## src/verilog/bakraid_consts.svh

```systemverilog
`ifndef BAKRAID_CONSTS_SVH
`define BAKRAID_CONSTS_SVH

// bus widths
`define DATA_W  16
`define ADDR_HI 23
`define RAM_AW  14
`define PRG_AW  20

// region match values on the byte address
`define ROM_TAG 3'h0   // bits 23..21, 0x000000-0x1FFFFF
`define RAM_TAG 9'h041 // bits 23..15, 0x208000-0x20FFFF
`define GCU_TAG 4'h4   // bits 23..20
`define IO_TAG  4'h5   // bits 23..20

// i/o byte offsets inside 0x5000xx
`define IO_IN         8'h00
`define IO_SYS_DSW    8'h02
`define IO_DSW        8'h04
`define IO_VIDEO      8'h06
`define IO_SND3       8'h10
`define IO_SND4       8'h12
`define IO_LATCH1     8'h14
`define IO_LATCH2     8'h16
`define IO_EEPROM_R   8'h18
`define IO_CLR_SNDIRQ 8'h1C
`define IO_EEPROM_W   8'h1E
`define IO_TEXT_DMA   8'h80
`define IO_PAL_DMA    8'h82
`define IO_OBJBANK    8'hC0 // whole 0xC0-0xCF slot range

// gcu register offsets, low nibble
`define GCU_WR_REG  4'h0
`define GCU_SEL_REG 4'h4
`define GCU_RAM_H   4'h8
`define GCU_RAM_L   4'hA
`define GCU_PTR     4'hC

// video status word
`define VS_HS_BIT 15
`define VS_VS_BIT 14
`define VS_FB_BIT 8

`endif

```

## src/verilog/bakraid_pkg.sv

```systemverilog
package bakraid_pkg;

    typedef enum logic [2:0] {
        REGION_NONE,
        REGION_ROM,
        REGION_RAM,
        REGION_GCU,
        REGION_IO
    } bus_region_t;

    typedef enum logic [3:0] {
        PORT_NONE,
        PORT_INPUTS,
        PORT_SYS_DSW,
        PORT_DSW,
        PORT_VIDEO,
        PORT_SND3,
        PORT_SND4,
        PORT_LATCH1,
        PORT_LATCH2,
        PORT_EEPROM_R,
        PORT_CLR_SNDIRQ,
        PORT_EEPROM_W,
        PORT_TEXT_DMA,
        PORT_PAL_DMA,
        PORT_OBJBANK
    } io_port_t;

    typedef enum logic [2:0] {
        GCU_NOP,
        GCU_SELECT_REG,
        GCU_WRITE_REG,
        GCU_WRITE_RAM,
        GCU_READ_RAM_H,
        GCU_READ_RAM_L,
        GCU_SET_RAM_PTR,
        GCU_OBJBANK_WR
    } gcu_op_t;

endpackage

```

## src/verilog/read_data_mux.sv

```systemverilog
`timescale 1ns/1ps
`include "bakraid_consts.svh"

module read_data_mux (
    input  logic                      CLK96,
    input  logic                      RESET96,
    input  bakraid_pkg::bus_region_t  region,
    input  bakraid_pkg::io_port_t     io_port,
    input  logic                      rw,
    input  logic [`DATA_W-1:0]        ram_q,
    input  logic [`DATA_W-1:0]        gp9001_dout,
    input  logic [`DATA_W-1:0]        cpu_prg_data,
    input  logic [9:0]                joystick1,
    input  logic [9:0]                joystick2,
    input  logic [1:0]                start_button,
    input  logic [1:0]                coin_input,
    input  logic                      service,
    input  logic                      dip_test,
    input  logic [7:0]                dipsw_a,
    input  logic [7:0]                dipsw_b,
    input  logic [7:0]                dipsw_c,
    input  logic [8:0]                v,
    input  logic                      hsync,
    input  logic                      vsync,
    input  logic                      fblank,
    input  logic [7:0]                soundlatch3,
    input  logic [7:0]                soundlatch4,
    input  logic                      eeprom_sdo,
    input  logic                      z80_bus_request,
    output logic [`DATA_W-1:0]        cpu_din
);
    import bakraid_pkg::*;

    logic [7:0]         p1_byte;
    logic [7:0]         p2_byte;
    logic [7:0]         sys_byte;
    logic [`DATA_W-1:0] video_word;
    logic [`DATA_W-1:0] din_next;

    // frame inputs are active low, the game wants active high
    assign p1_byte = {1'b0, ~joystick1[6], ~joystick1[5], ~joystick1[4],
                      ~joystick1[0], ~joystick1[1], ~joystick1[2], ~joystick1[3]};
    assign p2_byte = {1'b0, ~joystick2[6], ~joystick2[5], ~joystick2[4],
                      ~joystick2[0], ~joystick2[1], ~joystick2[2], ~joystick2[3]};
    assign sys_byte = {1'b0, ~start_button[1], ~start_button[0], ~coin_input[1],
                       ~coin_input[0], ~dip_test, 1'b0, ~service};

    always_comb begin
        video_word = {8'hFF, v[8] ? 8'hFF : v[7:0]}; // lines past 255 read as FF
        if (!hsync)
            video_word[`VS_HS_BIT] = 1'b0;
        if (!vsync)
            video_word[`VS_VS_BIT] = 1'b0;
        if (!fblank)
            video_word[`VS_FB_BIT] = 1'b0;
    end

    always_comb begin
        din_next = '0;
        case (region)
            REGION_ROM: din_next = cpu_prg_data;
            REGION_RAM: din_next = ram_q;
            REGION_GCU: if (rw) din_next = gp9001_dout;
            REGION_IO: begin
                case (io_port)
                    PORT_INPUTS:   din_next = {p2_byte, p1_byte};
                    PORT_SYS_DSW:  din_next = {dipsw_c, sys_byte};
                    PORT_DSW:      din_next = {dipsw_b, dipsw_a};
                    PORT_VIDEO:    din_next = video_word;
                    PORT_SND3:     din_next = {8'h00, soundlatch3};
                    PORT_SND4:     din_next = {8'h00, soundlatch4};
                    PORT_EEPROM_R: din_next = {11'h0, eeprom_sdo, 3'b000, z80_bus_request};
                    default:       din_next = '0; // write-only ports
                endcase
            end
            default: din_next = '0;
        endcase
    end

    always_ff @(posedge CLK96 or posedge RESET96) begin
        if (RESET96)
            cpu_din <= '0;
        else
            cpu_din <= din_next;
    end

endmodule

```

## config.mk

```make
export PLATFORM = sky130hd
export DESIGN_NAME = read_data_mux
export DESIGN_NICKNAME = d
export VERILOG_FILES = /design/src/verilog/bakraid_pkg.sv /design/src/verilog/read_data_mux.sv
export VERILOG_INCLUDE_DIRS = /design/src /design/src/verilog
export SDC_FILE = /design/constraint.sdc
export NUM_CORES = 1
export LEC_CHECK = 0
export BUFFER_PORTS_ARGS = -buffer_cell sky130_fd_sc_hd__clkbuf_2
export CORE_MARGIN = 1.5
export CORE_UTILIZATION = 28
export DETAILED_ROUTE_END_ITERATION = 6
export GPL_ROUTABILITY_DRIVEN = 0
export GPL_TIMING_DRIVEN = 1
export PLACE_DENSITY = 0.63
export REMOVE_ABC_BUFFERS = 1
export SLEW_MARGIN = 15
export SYNTH_ARGS = -nofsm -noshare
export SYNTH_HDL_FRONTEND = slang
export SYNTH_SLANG_ARGS = --single-unit
```

## constraint.sdc

```tcl
create_clock -name CLK96 -period 0.9 [get_ports CLK96]
set_clock_uncertainty 0.2 [all_clocks]
set_input_delay 0.135 -clock CLK96 [delete_from_list [all_inputs] [get_ports CLK96]]
set_output_delay 0.135 -clock CLK96 [all_outputs]
set_load 0.005 [all_outputs]
```

### Word-level counts from Yosys, hierarchy flattened

Cells that the tools add are included.

* output and inout bits: 16
* register bits: 16
* logic and storage cells: 39

* eq/ne operators: 11
* mux-type cells: 7
* bitwise operators: 20

Operators by type and width (number)
* $pmux W16 S7: 1
* $pmux W16 S4: 1
* $not A1 Y1: 20
* $mux W16: 1
* $eq A4 B3 Y1 const B: 3
* $eq A4 B2 Y1 const B: 2
* $mux W8: 1
* $eq A3 B2 Y1 const B: 2
* $eq A4 B1 Y1 const B: 1
* $eq A4 B4 Y1 const B: 1
* $eq A3 B1 Y1 const B: 1
* $eq A3 B3 Y1 const B: 1
* $mux W1: 3

### Logic depth before layout (Yosys ltp)

* word-level depth: 3
* depth in mapped cells: 7

### Worst setup path before layout

OpenSTA, ideal clock, no wires.

* path kind: input to register
* start point: in io_port[1]
* end point: reg cpu_din[3]
* arrival time: 1.275 ns
* stages on the path: 6
* library setup time: 0.074 ns
* data required time: 0.626 ns
* slack: -0.649 ns
* cell sequence: buf_6 > or4b_4 > buf_6 > a2bb2oi_1 > o221a_2 > o21ai_2

* longest elaborated chain between the ends: 3
* elaborated cells on any way between the ends: 9
* classes of those cells: eq/ne: 7; mux: 2

Ends and longest elaborated chain
* start: declaration: line read_data_mux.sv:8 `input bakraid_pkg::io_port_t io_port,`
* $eq A4 B4 Y1 (tied with other cells): line read_data_mux.sv:65 `case (io_port)`
* $pmux W16 S7 *: line read_data_mux.sv:65
* $pmux W16 S4 *: line read_data_mux.sv:60 `case (region)`
* net din_next[3]: line read_data_mux.sv:38 `` logic [`DATA_W-1:0] din_next; ``
* end signal: assignment: line read_data_mux.sv:84 `cpu_din <= din_next;`
* end: declaration: line read_data_mux.sv:30 `` output logic [`DATA_W-1:0] cpu_din ``

Mark *: on every way through the listed nets, which the timed path passes. The rest lies on a longest branch.

### Worst setup path in the final report

* start point: in io_port[3]
* end point: reg cpu_din[5]

Same word-level chain as after synthesis.

==> results list <==
- Run status: finished, violations left
* Violated checks: DRC, hold timing, setup timing
* Cts-stage hold buffer count: 1
- After layout, the design draws a total of 2.38 mW.
- Initial cell density of the core: 0.292
- At the end of the flow the core is filled with cells to 0.567.
- Pin placement for this block handled 154 I/O pins.
* Largest Register: cpu_din
- Total number of clock tree sinks: 16
- The final max-slew violation count is 0.
* Unique masters post-synth: 41
- Headroom to the max-slew limit came out at 0.713.
- The worst hold path belongs to the class in -> reg.
- Final Cell Area: 2910 um^2
* Initial DRC Count: 218
* Net count of the finished layout: between 400 and 500
- The synthesized design contains 16 register bits.
- Of the available clock period, the critical path in the final layout requires 1.46.
* Power density normalized to cell area: 818 nW/um^2
- H-tree Lvls: 1
- For the finished layout, the period the worst path requires is 1320 ps.
- The die covers 5800 um^2.
- Summing every instance area after synthesis gives around 1500 um^2.
- Max-Cap Viols: 0
- After floorplanning, the core was sized to cover 5140 um^2.
* Number of antenna violations at the first check in global routing: 0
- For this design the static power due to leakage is 1.40 nW.
- Before CTS, the worst setup slack after placement is -861 ps.
- The repair_antennas step left the layout with diodes totalling 0.
* Number of cell rows: 26
- Across every metal layer, demand over resource in global routing totals 0.228.
- Crit path launch type: input pin
* Wire length of the first global-routing pass: about 11 mm
- After detailed placement, the total cell area comes to ~2400 um^2.
- After legalization and detailed placement, the total HPWL measured about 5.0 mm.
* Number of placed instances, taps included: 392
- Buffers on Ports: 147
- For the pin with the worst max-slew slack, the measured transition is 430 ps.
* Highest net fanout along the worst path: 9
- Largest buffer count on any clock path: 2
- Combined area of the multi-input logic cells: between 1000 and 1500 um^2
- Setup violations remaining at the end of the flow were counted as 32.
* Remaining routing DRC violations: 9
* CTS tree: yes
- Share of final-layout standard cells stronger than drive strength 1: 0.662
* Cell chosen for the clock root: clkbuf_8
- Summed over all layers, the global routing overflow is 0.
* Setup slack of the critical path after layout: -417 ps
- Setup repair after global routing missed its margin: true
- Number of buffers created by CTS: 3
- Final instance count without filler cells: 413
* Number of enable flip-flop cells after synthesis: 0
- Highest-count cells in the layout ignoring fill and taps: clkbuf_2 (140), buf_4 (26), a222oi_1 (17), o21ai_1 (16), dfrtp_1 (16)
- Summing all flip-flop and latch instances after layout gives 400 um^2.
- The Yosys step of the flow raised 0 warnings.
- Worst Path Class, Setup: in -> reg
- Vertical die dimension: 76.2 um
* Kind of capture point of the worst setup path: flip-flop
- Horizontal die dimension: 76.2 um
- In the synthesized netlist, the number of instances is ~170.
- Max VDD drop: 0.406 mV
- Fill cell count: 494
* Data arrival at the endpoint of the critical path: 1280 ps
- Counting flops with an async set or reset pin after synthesis yields a share of 1.00.
- The most used flip-flop cell after synthesis is dfrtp_1.
- The routed layout has about 2200 vias.
- Flip-flop count of the largest register, all copies and words added: 16
- Setup TNS after final layout: -8140 ps
- The library cell used most frequently in the layout, excluding fill and tap cells, is clkbuf_2.
- After detailed routing, the average wire length per cell comes to about 17 um.
- Signed area change from the synthesized netlist to the final layout: 94.4%
- Router iterations before antenna repair: 7
- Required time of the critical path: 870 ps
- Post-Route WL: roughly 7.0 mm
- After clock tree synthesis, the clock-pin slew on the worst setup and hold paths is about 60 ps.
- Average vias per placed instance: between 5 and 6
- The number of failing hold endpoints at the final stage was 15.
- In this run the mean area of a mapped cell was 8.98 um^2.
- Static timing analysis puts the maximum clock frequency at roughly 760 MHz.
- Number of global-route vias before repair: 2216
- Antenna-violating nets left: 0
- Across all hold checks on the routed design, the worst slack comes to -74.0 ps.
- Proportion of synthesized chip area in sequential cells: 0.267
- Entering global routing, the biggest net connects 17 pins.
- Biggest registers after layout: cpu_din x16
## worst max-delay path, stage by stage
cell and delay (ps):
clkbuf_8 150, or4b_4 580, a2bb2oi_1 160, o221a_2 130, o21ai_1 130
## cells in the mapped netlist (3+ instances only)
library cell  count  area [um^2]
o21ai_0          10         50.1
a21oi_1           9         45.0
o21ai_1          10         50.1
or2_2             4         25.0
nor2_1            5         18.8
nand2_1           4         15.0
nor2b_1           3         18.8
buf_6             4         45.0
a222oi_1         17          170
nand2b_1          6         37.5
nand3b_1         12         90.1
dfrtp_1          16          400
o2bb2ai_1         7         61.3
a211oi_1          6         45.0
a22oi_1           3         22.5
clkbuf_1          7         26.3
buf_2             5         25.0
nor4b_1           4         35.0
## logic make-up (layout without fill, tap and decap cells)
family / count (synthesis) / in the layout / share of synthesized area
AOI/OAI and AO/OA: 78 / 78 / 0.386
and+or+nand+nor: 53 / 55 / 0.267
DFF: 16 / 16 / 0.267
buffers and inverters: 20 / 194 / 0.0793
## path summary, 6_finish.rpt
| check | startpoint | endpoint | slack (ps) | cells past startpoint |
|---|---|---|---|---|
| setup / recovery | io_port[3] | cpu_din[5]$_DFF_PP0_ | -420 | 5 |
| hold / removal | cpu_prg_data[4] | cpu_din[4]$_DFF_PP0_ | -70 | 3 |
| max in group asynchronous | RESET96 | cpu_din[3]$_DFF_PP0_ | 90 | 4 |
| min in group asynchronous | RESET96 | cpu_din[6]$_DFF_PP0_ | 230 | 4 |
## power breakdown
part,internal [mW],switching (mW)
Combinational,0.560,0.421
Sequential,0.766,0.0136
Clock,0.387,0.234
## metal layers
metal  track usage  vias to the layer above  routed length (um)
li1              -                     1052                   -
met5             0                        -                   0
met3        0.0287                       12                 412
met1         0.273                     1056                2850
met2         0.429                      101                3660
met4        0.0593                        0                 124
## timing repair
action	CTS	global route
buffers inserted	9	1
setup endpoints to repair	32	32
gates cloned	5	1
endpoints found under the hold margin	31	14
pin swaps	16	11
gates resized for setup	47	13
## layout make-up
class	count	share of cell area
Sequential cell	16	0.137
Clock buffer	4	0.0189
Multi-Input combinational cell	133	0.395
Inverter	2	0.00258
Timing Repair Buffer	188	0.416
Tap cell	70	0.0301
(Power assumes the default switching activity.)
