**src/verilog/bakraid_consts.svh**
```systemverilog
`ifndef BAKRAID_CONSTS_SVH
`define BAKRAID_CONSTS_SVH

// bus widths
`define DATA_W  16
`define ADDR_HI 23
`define RAM_AW  14
`define PRG_AW  20

// region match values on the byte address
`define ROM_TAG 3'h0   // bits 23..21, 0x000000-0x1FFFFF
`define RAM_TAG 9'h041 // bits 23..15, 0x208000-0x20FFFF
`define GCU_TAG 4'h4   // bits 23..20
`define IO_TAG  4'h5   // bits 23..20

// i/o byte offsets inside 0x5000xx
`define IO_IN         8'h00
`define IO_SYS_DSW    8'h02
`define IO_DSW        8'h04
`define IO_VIDEO      8'h06
`define IO_SND3       8'h10
`define IO_SND4       8'h12
`define IO_LATCH1     8'h14
`define IO_LATCH2     8'h16
`define IO_EEPROM_R   8'h18
`define IO_CLR_SNDIRQ 8'h1C
`define IO_EEPROM_W   8'h1E
`define IO_TEXT_DMA   8'h80
`define IO_PAL_DMA    8'h82
`define IO_OBJBANK    8'hC0 // whole 0xC0-0xCF slot range

// gcu register offsets, low nibble
`define GCU_WR_REG  4'h0
`define GCU_SEL_REG 4'h4
`define GCU_RAM_H   4'h8
`define GCU_RAM_L   4'hA
`define GCU_PTR     4'hC

// video status word
`define VS_HS_BIT 15
`define VS_VS_BIT 14
`define VS_FB_BIT 8

`endif

```
**src/verilog/bakraid_pkg.sv**
```systemverilog
package bakraid_pkg;

    typedef enum logic [2:0] {
        REGION_NONE,
        REGION_ROM,
        REGION_RAM,
        REGION_GCU,
        REGION_IO
    } bus_region_t;

    typedef enum logic [3:0] {
        PORT_NONE,
        PORT_INPUTS,
        PORT_SYS_DSW,
        PORT_DSW,
        PORT_VIDEO,
        PORT_SND3,
        PORT_SND4,
        PORT_LATCH1,
        PORT_LATCH2,
        PORT_EEPROM_R,
        PORT_CLR_SNDIRQ,
        PORT_EEPROM_W,
        PORT_TEXT_DMA,
        PORT_PAL_DMA,
        PORT_OBJBANK
    } io_port_t;

    typedef enum logic [2:0] {
        GCU_NOP,
        GCU_SELECT_REG,
        GCU_WRITE_REG,
        GCU_WRITE_RAM,
        GCU_READ_RAM_H,
        GCU_READ_RAM_L,
        GCU_SET_RAM_PTR,
        GCU_OBJBANK_WR
    } gcu_op_t;

endpackage

```
**src/verilog/bus_decoder.sv**
```systemverilog
`timescale 1ns/1ps
`include "bakraid_consts.svh"

module bus_decoder (
    input  logic                      CLK96,
    input  logic                      RESET96,
    input  logic [`ADDR_HI:1]         cpu_addr,
    input  logic                      as_n,
    input  logic                      uds_n,
    input  logic                      lds_n,
    input  logic                      rw,
    output bakraid_pkg::bus_region_t  region,
    output bakraid_pkg::io_port_t     io_port,
    output logic [3:0]                gcu_offset,
    output logic                      cpu_prg_cs,
    output logic [`PRG_AW-1:0]        cpu_prg_addr
);
    import bakraid_pkg::*;

    logic [`ADDR_HI:0] addr_8; // byte address, matches the memory map
    bus_region_t       region_d;
    io_port_t          port_d;

    assign addr_8 = {cpu_addr, 1'b0};

    always_comb begin
        region_d = REGION_NONE;
        if (addr_8[`ADDR_HI:21] == `ROM_TAG)
            region_d = REGION_ROM;
        else if (addr_8[`ADDR_HI:15] == `RAM_TAG)
            region_d = REGION_RAM;
        else if (addr_8[`ADDR_HI:20] == `GCU_TAG)
            region_d = REGION_GCU;
        else if (addr_8[`ADDR_HI:20] == `IO_TAG)
            region_d = REGION_IO;
    end

    always_comb begin
        port_d = PORT_NONE;
        if (region_d == REGION_IO) begin
            case (addr_8[7:0])
                `IO_IN:         port_d = PORT_INPUTS;
                `IO_SYS_DSW:    port_d = PORT_SYS_DSW;
                `IO_DSW:        port_d = PORT_DSW;
                `IO_VIDEO:      port_d = PORT_VIDEO;
                `IO_SND3:       port_d = PORT_SND3;
                `IO_SND4:       port_d = PORT_SND4;
                `IO_LATCH1:     if (!rw && !lds_n) port_d = PORT_LATCH1; // byte write only
                `IO_LATCH2:     if (!rw && !lds_n) port_d = PORT_LATCH2;
                `IO_EEPROM_R:   if (rw) port_d = PORT_EEPROM_R;
                `IO_CLR_SNDIRQ: port_d = PORT_CLR_SNDIRQ;
                `IO_EEPROM_W:   if (!rw) port_d = PORT_EEPROM_W;
                `IO_TEXT_DMA:   port_d = PORT_TEXT_DMA;
                `IO_PAL_DMA:    port_d = PORT_PAL_DMA;
                default: begin
                    // object bank decodes on the high nibble only
                    if ((addr_8[7:0] & 8'hF0) == `IO_OBJBANK)
                        port_d = PORT_OBJBANK;
                end
            endcase
        end
    end

    always_ff @(posedge CLK96 or posedge RESET96) begin
        if (RESET96) begin
            region       <= REGION_NONE;
            io_port      <= PORT_NONE;
            gcu_offset   <= '0;
            cpu_prg_addr <= '0;
        end else if (!as_n) begin
            region       <= region_d;
            io_port      <= port_d;
            gcu_offset   <= addr_8[3:0];
            cpu_prg_addr <= cpu_addr[`PRG_AW:1];
        end else begin
            region  <= REGION_NONE; // rom address holds between cycles
            io_port <= PORT_NONE;
        end
    end

    assign cpu_prg_cs = (region == REGION_ROM) && !(uds_n && lds_n);

endmodule

```
**config.mk**
```make
export PLATFORM = sky130hd
export DESIGN_NAME = bus_decoder
export DESIGN_NICKNAME = d
export VERILOG_FILES = /design/src/verilog/bakraid_pkg.sv /design/src/verilog/bus_decoder.sv
export VERILOG_INCLUDE_DIRS = /design/src /design/src/verilog
export SDC_FILE = /design/constraint.sdc
export NUM_CORES = 1
export LEC_CHECK = 0
export ABC_AREA = 1
export BUFFER_PORTS_ARGS = -buffer_cell sky130_fd_sc_hd__buf_2
export CORE_ASPECT_RATIO = 0.6
export CORE_MARGIN = 4
export CORE_UTILIZATION = 42
export CTS_CLUSTER_SIZE = 20
export DETAILED_ROUTE_END_ITERATION = 8
export GPL_TIMING_DRIVEN = 0
export PLACE_DENSITY = 0.75
export REMOVE_ABC_BUFFERS = 1
export SLEW_MARGIN = 15
export SYNTH_ARGS = -nofsm -noshare
export SYNTH_HDL_FRONTEND = slang
export SYNTH_SLANG_ARGS = --single-unit
export TNS_END_PERCENT = 30
```
**constraint.sdc**
```tcl
create_clock -name CLK96 -period 0.8 [get_ports CLK96]
set_clock_uncertainty 0.1 [all_clocks]
set_input_delay 0.04 -clock CLK96 [delete_from_list [all_inputs] [get_ports CLK96]]
set_output_delay 0.04 -clock CLK96 [all_outputs]
set_load 0.01 [all_outputs]
```
== Word level (Yosys, flattened, before mapping) ==
Cells that the tools add are included.

* Output and inout bits: 32
* Flip-flop bits (word level): 30

* Mux-type cells: 13
* Reduce and logical (&&, ||, !) cells: 8
* Equal/unequal tests: 18

{| class="wikitable"
|+ Operator list
! cell !! number
|-
| 4-bit one-hot mux with 13 select lines || 1
|-
| 7-bit by 4-bit equality test with 1-bit output, second input constant || 7
|-
| 4-bit 2-to-1 mux || 6
|-
| 3-bit 2-to-1 mux || 6
|-
| 7-bit by 2-bit equality test with 1-bit output, second input constant || 2
|-
| 7-bit equality test, second input constant || 2
|-
| 9-bit by 7-bit equality test with 1-bit output, second input constant || 1
|-
| 4-bit by 3-bit equality test with 1-bit output, second input constant || 2
|-
| 8-bit zero test || 1
|-
| 7-bit by 1-bit equality test with 1-bit output, second input constant || 1
|-
| 4-bit equality test, second input constant || 1
|-
| 3-bit by 1-bit equality test with 1-bit output, second input constant || 1
|-
| 3-bit equality test, second input constant || 1
|-
| 1-bit logical AND || 3
|-
| 1-bit zero test || 3
|-
| 3-bit zero test || 1
|}

== Depth between registers and ports, before layout ==
* Depth in word-level cells: 8
* Gate-level depth with buffers: 11
* Mapped depth without buffers: 10

== Worst setup path after synthesis ==
OpenSTA, ideal clock, no wires.

* Path kind: register to output
* Start point: reg region[0]
* End point: out cpu_prg_cs
* Data required time: 0.660 ns
* Buffers on the path: 0
* Setup slack: -0.429 ns
* Data arrival time: 1.089 ns
* Stages on the path, launching flop included: 3
* Cell sequence: dfrtp_1 inv_1 a2111oi_0

* Longest elaborated chain between the ends: 2

{| class="wikitable"
|+ Ends and longest elaborated chain
! item !! RTL line !! RTL
|-
| from (decl) || bus_decoder.sv:12 || <nowiki>output bakraid_pkg::bus_region_t region,</nowiki>
|-
| from (signal assigned) || bus_decoder.sv:71 || <nowiki>region <= region_d;</nowiki>
|-
| 3-bit by 1-bit equality test with 1-bit output || bus_decoder.sv:81 || <nowiki>assign cpu_prg_cs = (region == REGION_ROM) && !(uds_n && lds_n);</nowiki>
|-
| 1-bit logical AND || bus_decoder.sv:81 ||
|-
| to (decl) || bus_decoder.sv:15 || <nowiki>output logic cpu_prg_cs,</nowiki>
|}

No other way between the ends.

== Worst setup path in the final report ==
Ends and elaborated chain as after synthesis.

==> run_results.csv <==
group,metric,value,unit
worst_setup_path,crit_fanout,2,
global_routing,grt_pass1_wl,6670,um
finish,finalNetCount,318,
die,die_area,4450,sq um
pwr,p_leak,0.00128,uW
synth,ys_seq_area_share,47.1,%
synth,ys_types,21,
finish,fin_cells,333,
worst_setup_path,path_class,"reg2out",
synth,syn-mean-instance-area,7.03,sq um
cts,clock_latency,0.27,ns
drt,drt_iter0_markers,77,
synth,synth_seq_cells,27,
placed_design,gp_congestion,0.932,
sta,tns,-5.30,ns
global_routing,grt_antenna_before_repair,0,
cts,cts_tree,"built",
sta,finalSetupViolations,42,
sta,min_period,1.28,ns
global_routing,grt_overflow,0,
sta,timing.fmax,0.782,GHz
die,ios,61,
pwr,power.density,1320,nW/um^2
die,core,3260,sq um
die,die_y,53.3,um
drt,vias,1625,
drt,via_per_inst,4.88,
pwr,vdd_drop_max,0.000869,V
sta,worst_pin_slew,0.555,ns
cts,postCtsHoldBufs,13,
placed_design,dpl.cell_count,300,
sta,whs,-0.285,ns
drt,ant_nets,0,
synth,syn-cell-area,1440,sq um
cts,ctsRootBufferMaster,"clkbuf_8",
global_routing,grt_start_max_net_pins,34,
placed_design,placed_area,1730,sq um
run,drv_cap,0,
drt,drc,0,
die,die_w,83.5,um
cts,numCtsBuffers,3,
cts,htreeDepth,1,
die,initial_utilization,44.0,%
die,rows,16,
worst_setup_path,crit_required,0.66,ns
placed_design,dpl.hpwl,2780,um
sta,rsz0062_at_grt,"true",
global_routing,first_global_vias,1481,
drt,post_drt_wl_per_cell,13.1,um
drt,drtPass1Iterations,5,
placed_design,io_buffer_count,59,
sta,hold_viol_final,35,
cts,clkSinkCount,27,
run_status,failed_checks,"hold timing, setup timing",
cts,clk_pin_slew,0.09,ns
synth,synth_cells,204,
worst_setup_path,arrival,1.14,ns
worst_setup_path,critical_path.endpoint_type,"output port",
finish,stdcell_area,2340,sq um
global_routing,grt_util_all_layers,19.0,%
sta,fin_ws,-0.479,ns
worst_setup_path,startpoint_type,"flop",
min_path,worstHoldPathType,"in2async",
synth,yosys_warnings,0,
cts,cts_buffer_depth,2,
sta,min_period_over_period,160,%
finish,syn2layout_area_growth,62.9,%
sta,relSlewSlack,62.9,%
sta,slew_viol_final,0,
run_status,outcome,"finished, violations left",
finish,diodes,0,
finish,drive_gt1_share,47.9,%
drt,routed_wl,4370,um
[final timing paths]
check / start / endpoint / slack [ns] / cells past startpoint
max reg2reg: cpu_prg_addr[0]$_DFFE_PP0N_ / cpu_prg_addr[0]$_DFFE_PP0N_ / -0.09 / 3
min in group CLK96: cpu_addr[21] / region[0]$_DFF_PP0_ / -0.12 / 2
min: RESET96 / cpu_prg_addr[12]$_DFFE_PP0N_ / -0.29 / 2
max: region[0]$_DFF_PP0_ / cpu_prg_cs / -0.48 / 3
min reg2reg: cpu_prg_addr[14]$_DFFE_PP0N_ / cpu_prg_addr[14]$_DFFE_PP0N_ / 0.39 / 2
max in group asynchronous: RESET96 / region[2]$_DFF_PP0_ / 0.56 / 2
[synthesized netlist by cell type]
library cell / instances / area share (%)
nand3_1: 12 / 4.2
dfrtp_1: 27 / 47
a2111oi_0: 2 / 1.2
nand4_1: 4 / 1.7
nor3_1: 1 / 0.35
o21a_1: 1 / 0.52
nor2_2: 2 / 0.87
nand2_1: 71 / 19
o21bai_1: 1 / 0.52
inv_2: 1 / 0.26
o21ai_1: 1 / 0.35
buf_6: 1 / 0.78
clkbuf_1: 3 / 0.78
a41oi_1: 1 / 0.61
o21ai_0: 12 / 4.2
nor2_1: 39 / 10
nand2_2: 1 / 0.44
buf_4: 4 / 2.1
clkinv_1: 1 / 0.26
inv_1: 18 / 4.7
conb_1: 1 / 0.26
[sequential cells by signal (all words and copies together) (netlist names)]
name and count:
cpu_prg_addr 20, io_port 4, region 3
[power breakdown]
part           internal [uW]  switching, uW
Combinational            359            452
Clock                    349            404
Sequential              1460           57.2
[cell type report]
| type | instances | area [sq um] |
|---|---|---|
| Clock buffer | 3 | 41.3 |
| Clock inverter | 1 | 5.00 |
| Fill cell | 239 | 926 |
| Inverter | 20 | 96.3 |
| Multi-Input combinational cell | 150 | 867 |
| Sequential cell | 27 | 676 |
| Tap cell | 45 | 56.3 |
| Timing Repair Buffer | 87 | 596 |
[cell families after synthesis]
group / synth area share, %
AOI/OAI and AO/OA: 7.41
buffers and inverters: 8.89
DFF: 47.1
other: 0.261
and+or+nand+nor: 36.4
[critical path, stage by stage, from the launching register on]
cell and delay, ns:
dfrtp_1 0.35, inv_1 0.05, a2111oi_2 0.30, buf_2 0.18
[metrics by stage]
stage | utilization (%) | hold WS (ns) | setup WS (ns) | total power [uW]
final | 71.6 | -0.285 | -0.479 | 3080
after global routing | 71.6 | -0.243 | -0.580 | 3260
after CTS | 63.0 | -0.147 | -0.498 | 2930
after detailed placement | 53.1 | 0.139 | -0.727 | 2060
after global placement | 53.1 | 0.134 | -0.700 | 2050
after floorplan | - | -0.00728 | -0.429 | 1790
[cells in the final DEF (no fill, tap or decap), drive strengths merged, types with 2 or more instances in the layout]
master | synthesis | routed
nand4 | 4 | 4
nand2 | 72 | 72
dlygate4sd3 | 0 | 12
buf | 5 | 75
a2111oi | 2 | 2
o21ai | 13 | 13
nand3 | 12 | 12
inv | 19 | 19
clkbuf | 3 | 3
dfrtp | 27 | 27
nor2 | 41 | 42
[what timing repair did]
action | 4_1_cts | 5_1_grt
endpoints found under the setup margin | 48 | 72
resized for setup | 42 | 67
cloned | 1 | 0
buffers inserted | 4 | 11
hold endpoints to repair | 47 | 35
pin swaps | 13 | 24
[metal layers]
layer	track usage (%)	routed length [um]	part of all wire (%)	vias up
li1	-	-	-	809
met1	24.8	1930	44	732
met2	31.5	2010	46	76
met3	7.31	375	8.6	8
met4	1.60	50	1.1	0
met5	0	0	0	-
(Power assumes the default switching activity.)
