File: src/verilog/bakraid_consts.svh
`ifndef BAKRAID_CONSTS_SVH
`define BAKRAID_CONSTS_SVH

// bus widths
`define DATA_W  16
`define ADDR_HI 23
`define RAM_AW  14
`define PRG_AW  20

// region match values on the byte address
`define ROM_TAG 3'h0   // bits 23..21, 0x000000-0x1FFFFF
`define RAM_TAG 9'h041 // bits 23..15, 0x208000-0x20FFFF
`define GCU_TAG 4'h4   // bits 23..20
`define IO_TAG  4'h5   // bits 23..20

// i/o byte offsets inside 0x5000xx
`define IO_IN         8'h00
`define IO_SYS_DSW    8'h02
`define IO_DSW        8'h04
`define IO_VIDEO      8'h06
`define IO_SND3       8'h10
`define IO_SND4       8'h12
`define IO_LATCH1     8'h14
`define IO_LATCH2     8'h16
`define IO_EEPROM_R   8'h18
`define IO_CLR_SNDIRQ 8'h1C
`define IO_EEPROM_W   8'h1E
`define IO_TEXT_DMA   8'h80
`define IO_PAL_DMA    8'h82
`define IO_OBJBANK    8'hC0 // whole 0xC0-0xCF slot range

// gcu register offsets, low nibble
`define GCU_WR_REG  4'h0
`define GCU_SEL_REG 4'h4
`define GCU_RAM_H   4'h8
`define GCU_RAM_L   4'hA
`define GCU_PTR     4'hC

// video status word
`define VS_HS_BIT 15
`define VS_VS_BIT 14
`define VS_FB_BIT 8

`endif

File: src/verilog/bakraid_pkg.sv
package bakraid_pkg;

    typedef enum logic [2:0] {
        REGION_NONE,
        REGION_ROM,
        REGION_RAM,
        REGION_GCU,
        REGION_IO
    } bus_region_t;

    typedef enum logic [3:0] {
        PORT_NONE,
        PORT_INPUTS,
        PORT_SYS_DSW,
        PORT_DSW,
        PORT_VIDEO,
        PORT_SND3,
        PORT_SND4,
        PORT_LATCH1,
        PORT_LATCH2,
        PORT_EEPROM_R,
        PORT_CLR_SNDIRQ,
        PORT_EEPROM_W,
        PORT_TEXT_DMA,
        PORT_PAL_DMA,
        PORT_OBJBANK
    } io_port_t;

    typedef enum logic [2:0] {
        GCU_NOP,
        GCU_SELECT_REG,
        GCU_WRITE_REG,
        GCU_WRITE_RAM,
        GCU_READ_RAM_H,
        GCU_READ_RAM_L,
        GCU_SET_RAM_PTR,
        GCU_OBJBANK_WR
    } gcu_op_t;

endpackage

File: src/verilog/io_control_regs.sv
`timescale 1ns/1ps
`include "bakraid_consts.svh"

module io_control_regs (
    input  logic                      CLK96,
    input  logic                      RESET96,
    input  logic                      cen16,
    input  bakraid_pkg::bus_region_t  region,
    input  bakraid_pkg::io_port_t     io_port,
    input  logic [3:0]                gcu_offset,
    input  logic                      rw,
    input  logic                      lds_n,
    input  logic [`DATA_W-1:0]        cpu_dout,
    input  logic                      snd_irq,
    input  logic                      gp9001_ack,
    input  logic                      tvramctl_busy,
    output logic [7:0]                soundlatch,
    output logic [7:0]                soundlatch2,
    output logic                      nmi,
    output logic                      ipl1_n,
    output logic                      gcu_select_reg,
    output logic                      gcu_write_reg,
    output logic                      gcu_write_ram,
    output logic                      gcu_read_ram_h,
    output logic                      gcu_read_ram_l,
    output logic                      gcu_set_ram_ptr,
    output logic                      gcu_objectbank_wr,
    output logic [2:0]                objectbank_slot,
    output logic                      textdata_dma_w,
    output logic                      pal_text_dma_w,
    output logic                      eeprom_sclk,
    output logic                      eeprom_sdi,
    output logic                      eeprom_scs,
    output logic                      z80_bus_request
);
    import bakraid_pkg::*;

    gcu_op_t gcu_op;
    logic    snd_irq_d;
    logic    snd_irq_flag;

    // which gcu strobe this access asks for
    always_comb begin
        gcu_op = GCU_NOP;
        if (io_port == PORT_OBJBANK) begin
            gcu_op = GCU_OBJBANK_WR;
        end else if (region == REGION_GCU && rw) begin
            case (gcu_offset)
                `GCU_RAM_H: gcu_op = GCU_READ_RAM_H;
                `GCU_RAM_L: gcu_op = GCU_READ_RAM_L;
                default:    gcu_op = GCU_NOP;
            endcase
        end else if (region == REGION_GCU) begin
            case (gcu_offset)
                `GCU_WR_REG:           gcu_op = GCU_WRITE_REG;
                `GCU_SEL_REG:          gcu_op = GCU_SELECT_REG;
                `GCU_RAM_H, `GCU_RAM_L: gcu_op = GCU_WRITE_RAM;
                `GCU_PTR:              gcu_op = GCU_SET_RAM_PTR;
                default:               gcu_op = GCU_NOP;
            endcase
        end
    end

    always_ff @(posedge CLK96 or posedge RESET96) begin
        if (RESET96) begin
            soundlatch        <= '0;
            soundlatch2       <= '0;
            nmi               <= 1'b0;
            gcu_select_reg    <= 1'b0;
            gcu_write_reg     <= 1'b0;
            gcu_write_ram     <= 1'b0;
            gcu_read_ram_h    <= 1'b0;
            gcu_read_ram_l    <= 1'b0;
            gcu_set_ram_ptr   <= 1'b0;
            gcu_objectbank_wr <= 1'b0;
            objectbank_slot   <= '0;
            textdata_dma_w    <= 1'b0;
            pal_text_dma_w    <= 1'b0;
        end else begin
            if (io_port == PORT_LATCH1) begin
                soundlatch <= cpu_dout[7:0];
                nmi        <= 1'b1; // wakes the z80
            end else if (io_port == PORT_LATCH2) begin
                soundlatch2 <= cpu_dout[7:0];
                nmi         <= 1'b1;
            end else if (io_port == PORT_TEXT_DMA) begin
                textdata_dma_w <= 1'b1;
            end else if (io_port == PORT_PAL_DMA) begin
                pal_text_dma_w <= 1'b1;
            end else if (io_port == PORT_OBJBANK || region == REGION_GCU) begin
                // unmatched gcu offsets still count as busy cycles
                case (gcu_op)
                    GCU_OBJBANK_WR: begin
                        objectbank_slot   <= gcu_offset[3:1];
                        gcu_objectbank_wr <= 1'b1;
                    end
                    GCU_READ_RAM_H:  gcu_read_ram_h  <= 1'b1;
                    GCU_READ_RAM_L:  gcu_read_ram_l  <= 1'b1;
                    GCU_WRITE_REG:   gcu_write_reg   <= 1'b1;
                    GCU_SELECT_REG:  gcu_select_reg  <= 1'b1;
                    GCU_WRITE_RAM:   gcu_write_ram   <= 1'b1;
                    GCU_SET_RAM_PTR: gcu_set_ram_ptr <= 1'b1;
                    default: ;
                endcase
            end else begin
                nmi <= 1'b0;
                if (!tvramctl_busy) begin
                    textdata_dma_w <= 1'b0;
                    pal_text_dma_w <= 1'b0;
                end
                if (gp9001_ack) begin // strobes held until the gcu takes them
                    gcu_select_reg    <= 1'b0;
                    gcu_write_reg     <= 1'b0;
                    gcu_write_ram     <= 1'b0;
                    gcu_read_ram_h    <= 1'b0;
                    gcu_read_ram_l    <= 1'b0;
                    gcu_set_ram_ptr   <= 1'b0;
                    gcu_objectbank_wr <= 1'b0;
                end
            end
        end
    end

    // eeprom pins and z80 bus request, low byte write on the cpu phase
    always_ff @(posedge CLK96 or posedge RESET96) begin
        if (RESET96) begin
            z80_bus_request <= 1'b0;
            eeprom_sclk     <= 1'b0;
            eeprom_sdi      <= 1'b0;
            eeprom_scs      <= 1'b0;
        end else if (cen16 && io_port == PORT_EEPROM_W && !lds_n) begin
            z80_bus_request <= cpu_dout[4];
            eeprom_sclk     <= cpu_dout[3];
            eeprom_sdi      <= cpu_dout[2];
            eeprom_scs      <= cpu_dout[0];
        end
    end

    // sound irq, rising edge sets, clear port wins
    always_ff @(posedge CLK96 or posedge RESET96) begin
        if (RESET96) begin
            snd_irq_d    <= 1'b0;
            snd_irq_flag <= 1'b0;
        end else begin
            snd_irq_d <= snd_irq;
            if (io_port == PORT_CLR_SNDIRQ)
                snd_irq_flag <= 1'b0;
            else if (snd_irq && !snd_irq_d)
                snd_irq_flag <= 1'b1;
        end
    end

    assign ipl1_n = ~snd_irq_flag;

endmodule

File: config.mk
export PLATFORM = sky130hd
export DESIGN_NAME = io_control_regs
export DESIGN_NICKNAME = d
export VERILOG_FILES = /design/src/verilog/bakraid_pkg.sv /design/src/verilog/io_control_regs.sv
export VERILOG_INCLUDE_DIRS = /design/src /design/src/verilog
export SDC_FILE = /design/constraint.sdc
export NUM_CORES = 1
export LEC_CHECK = 0
export ABC_AREA = 1
export BUFFER_PORTS_ARGS = -buffer_cell sky130_fd_sc_hd__buf_2
export CAP_MARGIN = 20
export CORE_MARGIN = 5
export CORE_UTILIZATION = 25
export DETAILED_ROUTE_END_ITERATION = 10
export PLACE_DENSITY = 0.59
export SYNTH_ARGS = -nofsm -noshare
export SYNTH_HDL_FRONTEND = slang
export SYNTH_SLANG_ARGS = --single-unit
File: constraint.sdc
create_clock -name CLK96 -period 2.81 [get_ports CLK96]
set_clock_uncertainty 0.15 [all_clocks]
set_input_delay 0.1405 -clock CLK96 [delete_from_list [all_inputs] [get_ports CLK96]]
set_output_delay 0.1405 -clock CLK96 [all_outputs]
set_load 0.02 [all_outputs]
[Yosys cells after proc, flatten, opt, wreduce, memory -nomap -nowiden]
Index checks and enable logic that the tools add are counted.
Storage, ports and cells
  flip-flop bits (word level): 35
  input port bits: 35
  output and inout bits: 34
  logic and storage cells: 113
Operators by class
  equal/unequal tests: 34
  mux-type cells: 32
  bitwise operators: 5
  reductions and logical operators: 23
Operators with widths (number)
  $reduce_and 6->1: 8
  $eq 4x4->1 const B: 9
  $mux 1: 27
  $ne 2x1->1 const B: 9
  $eq 3x3->1 const B: 4
  $pmux 3 s4: 1
  $reduce_and 5->1: 2
  $eq 3x2->1 const B: 3
  $mux 3: 3
  $ne 3x3->1 const B: 3
  $eq 4x3->1 const B: 2
  $ne 2x2->1 const B: 3
  $pmux 3 s2: 1
  $not 1->1: 5
  $logic_and 1x1->1: 4
  $logic_not 4->1: 1
  $reduce_bool 2->1: 2
  $eq 3x1->1 const B: 1
  $reduce_and 3->1: 1
  $logic_not 1->1: 2
  $reduce_and 2->1: 1
  $reduce_or 2->1: 1
  $logic_or 1x1->1: 1

[Longest topological paths before layout]
  depth after elaboration: 9
  gate-level depth with buffers: 11

[Least setup slack after synthesis]
No wires, ideal clock.
  path type: in2reg
  start point: in io_port[3]
  end point: reg gcu_objectbank_wr
  library setup time: 118 ps
  arrival time: 984 ps
  required time: 2542 ps
  setup slack: 1559 ps
  cell stages on the path: 10
  buffers on the path: 0
  cells stage by stage: inv_1 > nor2_1 > nand2_2 > nand2_2 > nor2_2 > nand2_2 > nor2_4 > inv_2 > a21oi_1 > inv_1
Between the ends
  longest elaborated chain between the ends: 5
  elaborated cells between the ends (all ways): 16
  those cells by class: eq/ne (7); mux (2); bitwise (4); reduce/logical (3)
Ends and longest elaborated chain
  start: declaration: line io_control_regs.sv:9  | input bakraid_pkg::io_port_t io_port,
  $eq 4x4->1: line io_control_regs.sv:45, io_control_regs.sv:90
  $mux 3: line io_control_regs.sv:45  | if (io_port == PORT_OBJBANK) begin
  $eq 3x3->1: line io_control_regs.sv:92  | case (gcu_op)
  $ne 2x1->1 (no source line)
  $reduce_and 6->1 (no source line)
  end signal: assignment: line io_control_regs.sv:75  | gcu_objectbank_wr <= 1'b0;
  end signal: assignment: line io_control_regs.sv:95  | gcu_objectbank_wr <= 1'b1;
  end signal: assignment: line io_control_regs.sv:118  | gcu_objectbank_wr <= 1'b0;
  end: declaration: line io_control_regs.sv:27  | output logic gcu_objectbank_wr,
Parallel ways exist; a longest one is shown, timed or not.
A chain may end at the register's enable or synchronous reset.

[Worst setup path in the final report]
  start point: in gcu_offset[1]
  end point: reg gcu_read_ram_l
Between the ends
  longest elaborated chain between the ends: 9
  elaborated cells between the ends (all ways): 14
  those cells by class: eq/ne (6); mux (5); reduce/logical (3)
Ends and longest elaborated chain
  start: declaration: line io_control_regs.sv:10  | input logic [3:0] gcu_offset,
  $eq 4x4->1: line io_control_regs.sv:48, io_control_regs.sv:54
  $reduce_or 2->1: line io_control_regs.sv:54  | case (gcu_offset)
  $pmux 3 s4: line io_control_regs.sv:54
  $mux 3: line io_control_regs.sv:53  | end else if (region == REGION_GCU) begin
  $mux 3 *: line io_control_regs.sv:47  | end else if (region == REGION_GCU && rw) begin
  $mux 3 *: line io_control_regs.sv:45
  $eq 3x3->1 *: line io_control_regs.sv:92
  $ne 2x1->1 (no source line) *
  $reduce_and 6->1 (no source line) *
  end signal: assignment: line io_control_regs.sv:73  | gcu_read_ram_l <= 1'b0;
  end signal: assignment: line io_control_regs.sv:98  | GCU_READ_RAM_L: gcu_read_ram_l <= 1'b1;
  end signal: assignment: line io_control_regs.sv:116  | gcu_read_ram_l <= 1'b0;
  end: declaration: line io_control_regs.sv:25  | output logic gcu_read_ram_l,
Every way passes the cells marked *; elsewhere a longest branch is shown, timed or not.

==> results_dict.tcl <==
set metrics [dict create \
    status "finished clean" \
    row_count 29 \
    crit_type "input port to flip-flop" \
    finalMaxSlewViolations 0 \
    max_freq_ghz 0.641 \
    vias 1458 \
    gp_congestion 0.809 \
    start_kind "input port" \
    synth-simple-area-share_pct 26.2 \
    n_antenna_cell 0 \
    cpPeakStageDelay_ns 0.53 \
    initial_utilization_pct 25.5 \
    synthAdderAreaFrac_pct 0 \
    max-slew-margin-rel_pct 67.2 \
    grt_util_all_layers_pct 10.6 \
    setup_violations 0 \
    crit_top_cell "nand2_1" \
    cts_tree "yes" \
    postSynthCellCount 200 \
    yosys.area.top_type_share_pct 54.8 \
    tightest_slew_ns 0.492 \
    drc_errors 0 \
    htreeDepth 2 \
    route.detailed.wl_per_inst_um 11.5 \
    final_cells 353 \
    worst_path_max_delay_cell "dlygate4sd3_1" \
    ant_nets 0 \
    cp_top_family "buffers and inverters" \
    netlist_top_cells_area "dfrtp_1 (55%), nand2_1 (13%), inv_1 (7.5%)" \
    finalCritPeriodShare_pct 55.5 \
    dp_cells 335 \
    fin_ws_ns 1.25 \
    required_ns 2.87 \
    final_area_um2 2170 \
    grt_pass1_vias 1511 \
    synth_cell_types 19 \
    p_int_uw 858 \
    crit_chain "dlygate4sd3_1 > buf_2 > nor2_1 > nand2_1 > inv_1 > nand2_1 > inv_1 > nor2_1 > nor2_2 > nand2_1 > a21oi_1" \
    holdWs_ns 0.00740 \
    drtPass1Iterations 5 \
    grt-ovfl-total 0 \
    dpl.hpwl_mm 3.09 \
    drtIter0Drc 40 \
    core_um2 6280 \
    yosysSeqAreaShare_pct 54.8 \
    cap_violations 0 \
    clock-sinks 35 \
    synth_top_area_cell "dfrtp_1" \
    fin_crit_ns 1.56 \
    viasPerCell 4.13 \
    power_density_nw_per_um2 589 \
    dp_slack_ns 1.11 \
    seqPwrFrac_pct 47.6 \
    crit_fanout 3 \
    reg_top3 "soundlatch2: 8 flops, soundlatch: 8 flops, objectbank_slot: 3 flops" \
    comb_power_share_pct 24.6 \
    rsz0062_at_grt "false" \
    placed_area_um2 1990 \
    pwr-share-clk_pct 27.8 \
    end_kind "flip-flop" \
    grt_max_degree 36 \
    syn_nets 235 \
    die_h_um 90.0 \
    synth_top_family_by_area "simple AND/OR/NAND/NOR gates" \
    avgSynthCellArea_um2 8.00 \
    leakagePower_nw 1.26 \
    tns_ns 0 \
    hp-class "input port to flip-flop" \
    area_growth_pct 35.9 \
    post_cts_resized 0 \
    io_pins 69 \
    critPathBufInv 4 \
    drive_above_1_share_pct 29.0 \
    cts_buffers 5 \
    worst_ep_arrival_time_ns 1.62 \
    die-width_um 90.0 \
    grt_antenna_before_repair 0 \
    clkTransAtPathRegs_ns 0.08 \
    synth_compound_area_share_pct 10.3 \
    syn_area_um2 1600 \
    switchingPower_uw 423 \
    synthXorXnorAreaFrac_pct 0 \
    finalHoldViolations 0 \
    die-area_um2 8100 \
    cts_buffer_depth 2 \
    nets 310 \
    synth.area.mux_share_pct 0 \
    synth-seq-cells 35 \
    io_buffers 60 \
    synth_warnings 0 \
    insertion_delay_ns 0.28 \
    wl_mm 4.07 \
    ir_worst_vdd_v 0.000355 \
    swShare_pct 33.0 \
    grt_first_pass_wirelength_mm 7.04 \
    clockRootBuffer "clkbuf_8" \
]
==> cells by family after synthesis <==
logic type | Yosys count
flip-flops | 35
AO/OA/AOI/OAI | 33
buffers and inverters | 36
AND/OR/NAND/NOR | 96
==> Yosys cell counts <==
master    number
nand2_4        1
nor2_1        21
o21ai_1        1
dfrtp_1       35
nor2_2         3
nand4_1        2
nand2_2        4
inv_2          1
a21oi_1       10
nand4_2        1
nand3_1        7
nor2_4         1
or2_2          1
clkbuf_1       2
buf_4          1
nor3_1         1
nand2_1       54
inv_1         32
o21ai_0       22
==> metal layers <==
layer,global-route usage (%),vias to the layer above,share of wire (%)
met4,2.98,0,0.69
met5,0,-,0
met1,12.3,644,44
met2,17.7,48,45
met3,4.76,4,10
li1,-,762,-
==> tightest hold or removal path: cells and delay by family <==
family / cells / cell delay [ns]
buffers and inverters: 2 / 0.16
AO/OA/AOI/OAI: 1 / 0.09
==> power groups by stage <==
stage          registers [mW]  clock network [mW]  logic (mW)
3_3_place_gp            0.618                   0       0.306
5_1_grt                 0.617               0.395       0.355
6_report                0.609               0.357       0.315
4_1_cts                 0.609               0.371       0.322
2_1_floorplan           0.703                   0       0.100
3_5_place_dp            0.616                   0       0.313
==> cell type report <==
type	count	area, µm²
Tap cell	77	96.3
Inverter	33	124
Multi-Input combinational cell	129	584
Clock inverter	2	12.5
Clock buffer	6	72.6
Timing Repair Buffer	71	408
Fill cell	691	4100
Sequential cell	35	876
==> path summary, 6_finish.rpt <==
kind                                          from  cells past startpoint                  to  slack, ns
max in group asynchronous                  RESET96                      4  objectbank_slot[2]       1.83
worst max register to register   gcu_objectbank_wr                      2   gcu_objectbank_wr       1.97
worst min register to register  objectbank_slot[2]                      2  objectbank_slot[2]       0.33
worst max-delay path                 gcu_offset[1]                     11      gcu_read_ram_l       1.25
min in group asynchronous                  RESET96                      4                 nmi       0.35
worst min-delay path                   cpu_dout[2]                      3          eeprom_sdi      0.007
==> repair_timing <==
action | in CTS | in global routing
endpoints found under the hold margin | 51 | 0
endpoints found under the setup margin | 0 | 0
hold buffers | 10 | 0
buffers inserted | 0 | 0
==> metrics by stage <==
step / util (%) / power [mW]
6_report: 34.6 / 1.28
5_1_grt: 34.6 / 1.37
4_1_cts: 34.6 / 1.30
3_5_place_dp: 31.7 / 0.929
3_3_place_gp: 31.7 / 0.924
2_1_floorplan: - / 0.803
==> cells in the final DEF (no fill, tap or decap), types with 2 or more instances in the layout <==
| master | instances |
|---|---|
| dlygate4sd3_1 | 10 |
| clkbuf_8 | 5 |
| nand2_2 | 4 |
| buf_2 | 60 |
| nor2_2 | 3 |
| o21ai_0 | 22 |
| dfrtp_1 | 35 |
| nor2_1 | 21 |
| a21oi_1 | 10 |
| nand3_1 | 7 |
| nand4_1 | 2 |
| nand2_1 | 54 |
| inv_1 | 32 |
Note: power is estimated with default switching activity, not from simulation.
